$ cat config.mk
export PLATFORM = sky130hd
export DESIGN_NAME = FetchFrontEnd
export DESIGN_NICKNAME = d
export VERILOG_FILES = /design/src/FetchTypes.sv /design/src/RvTypes.sv /design/src/FetchFrontEnd.sv /design/src/Tlb.sv /design/src/FetchAddrTranslateStage.sv /design/src/FetchAddrGenerateStage.sv
export SDC_FILE = /design/constraint.sdc
export NUM_CORES = 1
export LEC_CHECK = 0
export BUFFER_PORTS_ARGS = -buffer_cell sky130_fd_sc_hd__clkbuf_2
export CAP_MARGIN = 20
export CORE_UTILIZATION = 52
export DETAILED_ROUTE_END_ITERATION = 8
export PLACE_DENSITY = 0.76
export SLEW_MARGIN = 20
export SYNTH_ARGS = -nofsm -noshare
export SYNTH_HDL_FRONTEND = slang
export SYNTH_SLANG_ARGS = --single-unit
$ cat constraint.sdc
create_clock -name clk -period 4.4 [get_ports clk]
set_clock_uncertainty 0.2 [all_clocks]
set_input_delay 0.88 -clock clk [delete_from_list [all_inputs] [get_ports clk]]
set_output_delay 0.88 -clock clk [all_outputs]
set_load 0.005 [all_outputs]
$ cat src/FetchTypes.sv
package FetchTypes;

    // what the tlb is asked to do this cycle.
    typedef enum logic {
        TlbCommand_Translate,
        TlbCommand_Flush      // drops every entry and the held fault.
    } TlbCommand;

    // kind of access being translated.
    // fetch only ever sends instruction.
    typedef enum logic [1:0] {
        MemoryAccessType_Instruction,
        MemoryAccessType_Load,
        MemoryAccessType_Store
    } MemoryAccessType;

    // page-table walker states.
    typedef enum logic [1:0] {
        WalkState_Idle,
        WalkState_Level1,  // reading the root table.
        WalkState_Level0,  // reading the leaf table.
        WalkState_Result   // filling an entry or holding a fault.
    } WalkState;

endpackage

$ cat src/RvTypes.sv
package RvTypes;

    // address and data widths.
    typedef logic [31:0] vaddr_t;  // virtual address.
    typedef logic [33:0] paddr_t;  // sv32 physical address.
    typedef logic [31:0] word_t;   // one memory word.

    // page number fields.
    typedef logic [9:0]  vpn_t;    // one vpn slice per level.
    typedef logic [21:0] ppn_t;    // full physical page number.

    // satp holds mode in bit 31, root ppn in the low 22 bits.
    typedef logic [31:0] satp_t;
    localparam int satpModeBit = 31;

    // privilege encodings as in mstatus.mpp.
    typedef logic [1:0] priv_t;
    localparam priv_t PrivUser       = 2'b00;
    localparam priv_t PrivSupervisor = 2'b01;
    localparam priv_t PrivMachine    = 2'b11;

    // pte flag bit positions.
    localparam int V = 0;  // valid.
    localparam int R = 1;  // readable.
    localparam int W = 2;  // writable.
    localparam int X = 3;  // executable.
    localparam int U = 4;  // user page.
    localparam int A = 6;  // accessed.

    // 4 KiB base page.
    localparam int pageOffsetBits = 12;

endpackage
$ cat src/FetchFrontEnd.sv
`timescale 1ns/1ps

module FetchFrontEnd
    import RvTypes::*;
#(
    parameter vaddr_t resetVector = 32'h0000_1000,
    parameter int     tlbEntries  = 4
) (
    input  logic   clk,
    input  logic   rstN,
    input  logic   redirectValid,
    input  vaddr_t redirectPc,
    input  logic   tlbFlush,
    input  satp_t  satp,
    input  priv_t  priv,
    input  logic   memReadDone,
    input  word_t  memReadValue,
    output paddr_t memAddr,
    output logic   memReadEnable,
    output logic   fetchValid,
    output logic   fetchTlbMiss,
    output logic   fetchTlbFault,
    output vaddr_t fetchVaddr,
    output paddr_t fetchPaddr
);
    // generate to translate.
    logic   pcValid;
    vaddr_t pcVaddr;
    logic   flush;

    // registered miss already implies valid, so it feeds replay directly.
    FetchAddrGenerateStage #(
        .resetVector(resetVector)
    ) generateStage (
        .clk           (clk),
        .rstN          (rstN),
        .redirectValid (redirectValid),
        .redirectPc    (redirectPc),
        .missValid     (fetchTlbMiss),
        .missVaddr     (fetchVaddr),
        .pcValid       (pcValid),
        .pcVaddr       (pcVaddr),
        .flush         (flush)
    );

    FetchAddrTranslateStage #(
        .tlbEntries(tlbEntries)
    ) translateStage (
        .clk           (clk),
        .rstN          (rstN),
        .pcValid       (pcValid),
        .pcVaddr       (pcVaddr),
        .flush         (flush),
        .tlbFlush      (tlbFlush),
        .satp          (satp),
        .priv          (priv),
        .memReadDone   (memReadDone),
        .memReadValue  (memReadValue),
        .memAddr       (memAddr),
        .memReadEnable (memReadEnable),
        .valid         (fetchValid),
        .tlbMiss       (fetchTlbMiss),
        .tlbFault      (fetchTlbFault),
        .vaddrOut      (fetchVaddr),
        .paddrOut      (fetchPaddr)
    );

endmodule

$ cat src/Tlb.sv
`timescale 1ns/1ps

module Tlb
    import RvTypes::*;
    import FetchTypes::*;
#(
    parameter int tlbEntries = 4
) (
    input  logic            clk,
    input  logic            rstN,
    input  logic            enable,
    input  TlbCommand       command,
    input  vaddr_t          vaddr,
    input  MemoryAccessType accessType,
    input  satp_t           satp,
    input  priv_t           priv,
    input  logic            memReadDone,
    input  word_t           memReadValue,
    output logic            done,
    output logic            fault,
    output paddr_t          paddr,
    output paddr_t          memAddr,
    output logic            memReadEnable
);
    localparam int idxBits = (tlbEntries > 1) ? $clog2(tlbEntries) : 1;
    typedef logic [idxBits-1:0] idx_t;

    // entry store.
    logic [tlbEntries-1:0] entryValid;
    vpn_t entryVpn1 [tlbEntries];
    vpn_t entryVpn0 [tlbEntries];  // ignored for superpages.
    logic entrySuper [tlbEntries];
    ppn_t entryPpn [tlbEntries];
    logic entryU [tlbEntries];
    idx_t victim;  // round-robin pointer.

    // walker.
    WalkState walkState;
    vpn_t walkVpn1;
    vpn_t walkVpn0;
    logic walkFault;
    logic walkSuper;
    logic walkU;
    ppn_t walkPpn;

    // faulting walk result waits here for its replay.
    logic heldValid;
    vpn_t heldVpn1;
    vpn_t heldVpn0;

    vpn_t vpn1;
    vpn_t vpn0;
    logic translating;
    logic hit;
    logic hitSuper;
    logic hitU;
    ppn_t hitPpn;
    logic heldHit;
    logic permFault;
    logic lookupMiss;
    logic consume;
    logic startWalk;
    logic pteArrived;
    logic descend;
    logic fill;
    logic holdFault;
    ppn_t ptePpn;
    logic pteInvalid;
    logic pteLeaf;
    logic leafFault;
    logic pteFault;

    assign vpn1 = vaddr[31:22];
    assign vpn0 = vaddr[21:12];
    // m-mode and bare mode pass straight through.
    assign translating = satp[satpModeBit] && (priv != PrivMachine);

    // fully associative match.
    always_comb begin
        hit = 1'b0;
        hitSuper = 1'b0;
        hitU = 1'b0;
        hitPpn = '0;
        for (int i = 0; i < tlbEntries; i++) begin
            if (entryValid[i] && entryVpn1[i] == vpn1
                    && (entrySuper[i] || entryVpn0[i] == vpn0)) begin
                hit = 1'b1;
                hitSuper = entrySuper[i];
                hitU = entryU[i];
                hitPpn = entryPpn[i];
            end
        end
    end

    assign heldHit = heldValid && heldVpn1 == vpn1 && heldVpn0 == vpn0;
    // u bit checked against current privilege.
    assign permFault = (priv == PrivUser && !hitU) || (priv == PrivSupervisor && hitU);

    // lookup result, all in the same cycle.
    always_comb begin
        done = 1'b0;
        fault = 1'b0;
        paddr = '0;  // faults report zero.
        if (enable) begin
            if (!translating) begin
                done = 1'b1;
                paddr = {2'b00, vaddr};
            end else if (hit) begin
                done = 1'b1;
                fault = permFault;
                if (!permFault) begin
                    paddr = hitSuper ? {hitPpn[21:10], vaddr[21:0]}
                                     : {hitPpn, vaddr[pageOffsetBits-1:0]};
                end
            end else if (heldHit) begin
                done = 1'b1;  // walk already said this page faults.
                fault = 1'b1;
            end
        end
    end

    assign lookupMiss = enable && (command == TlbCommand_Translate) && !done;
    assign consume = enable && (command == TlbCommand_Translate) && translating
                     && !hit && heldHit;

    // pte decode and fault rules.
    always_comb begin
        ptePpn = memReadValue[31:10];
        pteInvalid = !memReadValue[V] || (memReadValue[W] && !memReadValue[R]);
        pteLeaf = memReadValue[R] || memReadValue[X];
        case (accessType)
            MemoryAccessType_Load:  leafFault = !memReadValue[R];
            MemoryAccessType_Store: leafFault = !memReadValue[W];
            default:                leafFault = !memReadValue[X];
        endcase
        if (priv == PrivUser && !memReadValue[U]) begin
            leafFault = 1'b1;  // supervisor page from user.
        end
        if (priv == PrivSupervisor && memReadValue[U]) begin
            leafFault = 1'b1;  // user page from supervisor.
        end
        if (!memReadValue[A]) begin
            leafFault = 1'b1;  // no a-bit update here.
        end
        if (walkState == WalkState_Level1) begin
            // superpage must have its low ppn bits clear.
            pteFault = pteInvalid
                || (pteLeaf && (leafFault || ptePpn[9:0] != '0));
        end else begin
            pteFault = pteInvalid || !pteLeaf || leafFault;
        end
    end

    // walker strobes.
    assign startWalk = (walkState == WalkState_Idle) && lookupMiss;
    assign memReadEnable = (walkState == WalkState_Level1) || (walkState == WalkState_Level0);
    assign pteArrived = memReadEnable && memReadDone;
    assign descend = (walkState == WalkState_Level1) && memReadDone && !pteInvalid && !pteLeaf;
    assign fill = (walkState == WalkState_Result) && !walkFault;
    assign holdFault = (walkState == WalkState_Result) && walkFault;

    // control state.
    always_ff @(posedge clk) begin
        if (!rstN) begin
            walkState <= WalkState_Idle;
            entryValid <= '0;
            victim <= '0;
            heldValid <= 1'b0;
        end else begin
            case (walkState)
                WalkState_Idle: begin
                    if (startWalk) walkState <= WalkState_Level1;
                end
                WalkState_Level1: begin
                    if (memReadDone) begin
                        walkState <= descend ? WalkState_Level0 : WalkState_Result;
                    end
                end
                WalkState_Level0: begin
                    if (memReadDone) walkState <= WalkState_Result;
                end
                default: walkState <= WalkState_Idle;  // result lasts one cycle.
            endcase
            if (command == TlbCommand_Flush) begin
                entryValid <= '0;
                heldValid <= 1'b0;
            end else if (consume) begin
                heldValid <= 1'b0;  // fault reported once.
            end
            // an in-flight walk still lands after a flush.
            if (fill) begin
                entryValid[victim] <= 1'b1;
                victim <= (victim == idx_t'(tlbEntries - 1)) ? '0 : victim + 1'b1;
            end
            if (holdFault) heldValid <= 1'b1;
        end
    end

    // walk and entry payload.
    always_ff @(posedge clk) begin
        if (startWalk) begin
            walkVpn1 <= vpn1;
            walkVpn0 <= vpn0;
            memAddr <= {satp[21:0], vpn1, 2'b00};  // root pte address.
        end
        if (descend) memAddr <= {ptePpn, walkVpn0, 2'b00};
        if (pteArrived) begin
            walkFault <= pteFault;
            walkSuper <= (walkState == WalkState_Level1);
            walkPpn <= ptePpn;
            walkU <= memReadValue[U];
        end
        if (fill) begin
            entryVpn1[victim] <= walkVpn1;
            entryVpn0[victim] <= walkVpn0;
            entrySuper[victim] <= walkSuper;
            entryPpn[victim] <= walkPpn;
            entryU[victim] <= walkU;
        end
        if (holdFault) begin
            heldVpn1 <= walkVpn1;
            heldVpn0 <= walkVpn0;
        end
    end

    // request held steady until the memory answers.
    assert property (@(posedge clk) disable iff (!rstN)
        memReadEnable && !memReadDone |=> memReadEnable && $stable(memAddr));

endmodule

$ cat src/FetchAddrTranslateStage.sv
`timescale 1ns/1ps

module FetchAddrTranslateStage
    import RvTypes::*;
    import FetchTypes::*;
#(
    parameter int tlbEntries = 4
) (
    input  logic   clk,
    input  logic   rstN,
    input  logic   pcValid,
    input  vaddr_t pcVaddr,
    input  logic   flush,
    input  logic   tlbFlush,
    input  satp_t  satp,
    input  priv_t  priv,
    input  logic   memReadDone,
    input  word_t  memReadValue,
    output paddr_t memAddr,
    output logic   memReadEnable,
    output logic   valid,
    output logic   tlbMiss,
    output logic   tlbFault,
    output vaddr_t vaddrOut,
    output paddr_t paddrOut
);
    logic      enable;
    TlbCommand command;
    logic      done;
    logic      fault;
    paddr_t    paddr;

    assign enable = pcValid;  // look up only real pcs.
    assign command = tlbFlush ? TlbCommand_Flush : TlbCommand_Translate;

    Tlb #(
        .tlbEntries(tlbEntries)
    ) tlb (
        .clk           (clk),
        .rstN          (rstN),
        .enable        (enable),
        .command       (command),
        .vaddr         (pcVaddr),
        .accessType    (MemoryAccessType_Instruction),
        .satp          (satp),
        .priv          (priv),
        .memReadDone   (memReadDone),
        .memReadValue  (memReadValue),
        .done          (done),
        .fault         (fault),
        .paddr         (paddr),
        .memAddr       (memAddr),
        .memReadEnable (memReadEnable)
    );

    // stage register, flush kills the younger pc.
    always_ff @(posedge clk) begin
        if (!rstN || flush) begin
            valid    <= 1'b0;
            tlbFault <= 1'b0;
            tlbMiss  <= 1'b0;
            vaddrOut <= '0;
            paddrOut <= '0;
        end else begin
            valid    <= pcValid;
            tlbFault <= fault;
            tlbMiss  <= pcValid && !done;  // miss only counts for a valid pc.
            vaddrOut <= pcVaddr;
            paddrOut <= paddr;
        end
    end

    // a fault is a finished lookup, never a miss.
    assert property (@(posedge clk) disable iff (!rstN)
        tlbFault |-> valid && !tlbMiss);

endmodule

$ cat src/FetchAddrGenerateStage.sv
`timescale 1ns/1ps

module FetchAddrGenerateStage
    import RvTypes::*;
#(
    parameter vaddr_t resetVector = 32'h0000_1000
) (
    input  logic   clk,
    input  logic   rstN,
    input  logic   redirectValid,
    input  vaddr_t redirectPc,
    input  logic   missValid,  // registered valid and miss from translate.
    input  vaddr_t missVaddr,
    output logic   pcValid,
    output vaddr_t pcVaddr,
    output logic   flush
);
    vaddr_t nextPc;

    // next pc select, redirect beats replay beats sequential.
    always_comb begin
        nextPc = pcVaddr + 32'd4;  // default sequential step.
        flush = 1'b0;
        if (redirectValid) begin
            nextPc = redirectPc;
            flush = 1'b1;  // younger pc in translate is wrong path.
        end else if (missValid) begin
            // replay the missed pc, the one behind it gets killed.
            nextPc = missVaddr;
            flush = 1'b1;
        end else if (!pcValid) begin
            nextPc = pcVaddr;  // hold reset vector until it is issued.
        end
    end

    // pc register.
    always_ff @(posedge clk) begin
        if (!rstN) begin
            pcValid <= 1'b0;
            pcVaddr <= resetVector;
        end else begin
            pcValid <= 1'b1;  // issues every cycle once out of reset.
            pcVaddr <= nextPc;
        end
    end

    // a redirect must always kill what is already in translate.
    assert property (@(posedge clk) disable iff (!rstN)
        redirectValid |-> flush);

endmodule

==> run_results.csv <==
group,metric,value,unit
timing,fin_hold_ws,0.286,ns
critical_path,cp-start-kind,"register",
floorplanning,num_io_pins,207,
final_layout,layout.nets,1505,
timing,min_period,3.62,ns
timing,tightest_slew,1.03,ns
timing,setup_viol,0,
final_layout,syn_to_final_growth,18.3,%
timing,drv_slew,0,
placement,dp.cells,1740,
route,postRouteAntennaNets,0,
route,wl_met2,17600,um
clocking,cts_post_setup_buffers_inserted,0,
critical_path,cp.required,4.36,ns
clocking,tritoncts,"done",
placement,numPortBuffers,191,
critical_path,worstPathMaxFanout,32,
clocking,clock_latency,0.54,ns
final_layout,drive_above_1_share,24.6,%
route,drt_first_iter_violations,1187,
timing,tns,0,ns
clocking,ctsRootBufferMaster,"clkbuf_16",
clocking,ctsHtreeMaxLevel,2,
route,wl_per_cell,20.8,um
floorplanning,die_w,175,um
critical_path,crit_path_end_kind,"register",
run_status,status,"complete, no violations",
final_layout,multi_input_area,4870,um2
floorplanning,core-area,29600,um2
route,routed_wl,37800,um
clocking,clk_pin_slew,0.06,ns
timing,rsz0062_at_grt,"no",
synth,yosysSeqAreaShare,66.6,%
route,wl_met1,15700,um
grt,grt-ovfl-total,0,
synth,synthArstFlopShare,0,%
power,p_per_area,449,nW/um2
synth,synth-edff-count,273,
grt,grt_usage,24.6,%
floorplanning,rows,63,
grt,grt_max_degree,53,
floorplanning,start_util,52.8,%
synth,ys_types,63,
final_layout,stdcell_count,1814,
route,dr.pass1.iters,6,
placement,gp_congestion,0.912,
critical_path,worstSetupPathType,"register to register",
timing,clock.fmax,276,MHz
clocking,ctsResizeCount,0,
clocking,cts_buffers,40,
floorplanning,die_h,175,um
grt,grt_pass1_wl,57300,um
route,top_layer,"met4",
clocking,cts.sinks,384,
critical_path,arrival,3.58,ns
timing,finalCritPeriodShare,82.4,%
floorplanning,die_area,30800,um2
run,drv_cap,0,
synth,syn-instance-count,1190,
synth,syn_avg_cell_area,13.1,um2
synth,synth_area,15600,um2
route,drc,0,
final_layout,seq_area,10400,um2
clocking,clock_path_buffers,3,
timing,relSlewSlack,31.3,%
synth,synthFlopType,"edfxtp_1",
clocking,cts_hold_buf,0,
placement,dp_hpwl,25000,um
final_layout,fillCellCount,2196,
route,drt-vias-per-instance,5.71,
final_layout,fin_area,18500,um2
timing,finalHoldViolCount,0,
route,wl_met3,3350,um
final_layout,diodes,0,
synth,synth_seq_cells,384,
grt,antenna_found_initial,1,
placement,dpl_cell_area,17100,um2
min_path,hp-class,"register to register",
grt,grt_pass1_vias,9998,
route,num_vias,10400,
power,ir_worst_vdd,0.316,mV
power,p_leak,6.82,nW
synth,yosys_warnings,0,
final timing paths:
kind                                                      from                                 end  slack [ns]  cells after the start
worst min register to register  translateStage.tlb.walkPpn[18]  translateStage.tlb.entryPpn[1][18]        0.29                      0
worst max register to register       generateStage.pcVaddr[20]      translateStage.tlb.memAddr[30]        0.78                      7
worst max-delay path                 generateStage.pcVaddr[20]      translateStage.tlb.memAddr[30]        0.78                      7
worst min-delay path            translateStage.tlb.walkPpn[18]  translateStage.tlb.entryPpn[1][18]        0.29                      0
state kept, by name, indices dropped and copies added, names as in the netlist, 2 cells and up:
| name | flops |
|---|---|
| translateStage.tlb.walkPpn | 22 |
| translateStage.tlb.entryValid | 4 |
| translateStage.tlb.entryVpn0 | 40 |
| translateStage.vaddrOut | 32 |
| translateStage.tlb.entrySuper | 4 |
| translateStage.tlb.walkState | 2 |
| translateStage.tlb.walkVpn1 | 10 |
| translateStage.tlb.entryVpn1 | 40 |
| translateStage.tlb.heldVpn0 | 10 |
| translateStage.paddrOut | 34 |
| translateStage.tlb.heldVpn1 | 10 |
| translateStage.tlb.victim | 2 |
| generateStage.pcVaddr | 32 |
| translateStage.tlb.entryPpn | 88 |
| translateStage.tlb.entryU | 4 |
| translateStage.tlb.memAddr | 32 |
| translateStage.tlb.walkVpn0 | 10 |
cells in the mapped netlist, drive strengths merged (4+ instances only):
master	n	share of area, %
a21oi	68	2.2
a221oi	14	0.78
a311oi	4	0.34
a31oi	8	0.42
and2	60	2.4
and3	14	0.56
buf	26	0.94
clkbuf	43	1.0
dfxtp	111	14
edfxtp	273	52
ha	10	0.80
inv	19	0.46
mux2	33	2.4
mux2i	14	0.90
nand2	74	1.8
nand3	30	1.0
nand4	28	1.2
nor2	55	1.3
nor2b	12	0.48
nor3	19	0.64
nor4	10	0.40
o211a	18	1.2
o211ai	17	0.82
o21a	5	0.24
o21ai	53	1.7
or3	7	0.28
xnor2	89	5.0
xor2	38	2.1
metrics by stage:
step	util, %	setup WS, ns	power [mW]
after floorplan	-	0.391	4.53
after global placement	57.6	0.861	4.75
after detailed placement	57.6	0.807	4.77
after CTS	62.5	0.784	8.34
after global routing	62.5	0.596	8.54
final	62.5	0.776	8.30
worst max-delay path, cell delays in order, from the launching register on:
cell and delay [ns]:
dfxtp_1 0.73, xor2_1 0.20, nor4_1 0.10, a41o_1 0.35, a22oi_1 0.34, nand3_1 0.26, nor4_4 0.27, or2_2 0.73
placed cells by master (no fill, tap or decap), types with 5 or more instances in the layout:
| master | netlist | final |
|---|---|---|
| nand4_1 | 27 | 27 |
| nor4_1 | 10 | 9 |
| or3_1 | 7 | 6 |
| nand2_1 | 74 | 74 |
| o211ai_1 | 17 | 17 |
| buf_4 | 5 | 37 |
| xor2_1 | 38 | 38 |
| ha_1 | 10 | 10 |
| clkinv_2 | 0 | 7 |
| mux2i_1 | 14 | 14 |
| o21ai_0 | 45 | 45 |
| a221oi_1 | 14 | 14 |
| edfxtp_1 | 273 | 273 |
| mux2_2 | 33 | 33 |
| a21oi_1 | 68 | 68 |
| nor2_1 | 55 | 55 |
| xnor2_1 | 89 | 89 |
| clkbuf_2 | 0 | 191 |
| clkbuf_1 | 43 | 7 |
| and2_2 | 0 | 5 |
| nor2b_1 | 12 | 12 |
| o21ai_1 | 8 | 8 |
| nand3_1 | 28 | 28 |
| and2_1 | 60 | 55 |
| dfxtp_1 | 111 | 110 |
| o211a_1 | 17 | 17 |
| clkbuf_16 | 0 | 43 |
| bufinv_16 | 0 | 6 |
| and3_1 | 14 | 14 |
| a31oi_1 | 7 | 7 |
| nor3_1 | 18 | 18 |
| inv_1 | 18 | 18 |
| o21a_1 | 5 | 5 |
final cells by class:
type,count,share of cell area [%]
multi-input cells,719,26.3
clock inverters,24,1.76
well taps,390,2.64
clock buffers,50,5.95
flip-flops and latches,384,56.3
repair buffers,228,6.66
inverters,19,0.385
metal layers:
layer  global-route usage, %  vias up
met5                       0        -
met4                    8.22        0
met3                    4.39       75
met2                    39.4      492
met1                    34.1     5041
li1                        -     4751
report_power, final:
part,internal [mW],total (mW),switching (mW)
Sequential,4.04,4.20,0.155
Clock,2.17,3.60,1.44
Combinational,0.214,0.506,0.291
Total,6.42,8.30,1.88
logic make-up after synthesis:
group	after synthesis	synth area share, %
flip-flops	384	66.6
other	1	0.0240
AO/OA/AOI/OAI	211	9.13
adder cells (fa/ha/maj)	10	0.800
buffers and inverters	88	2.43
AND/OR/NAND/NOR	322	10.6
multiplexers	47	3.27
XOR/XNOR	127	7.11
Note: power is estimated with default switching activity, not from simulation.
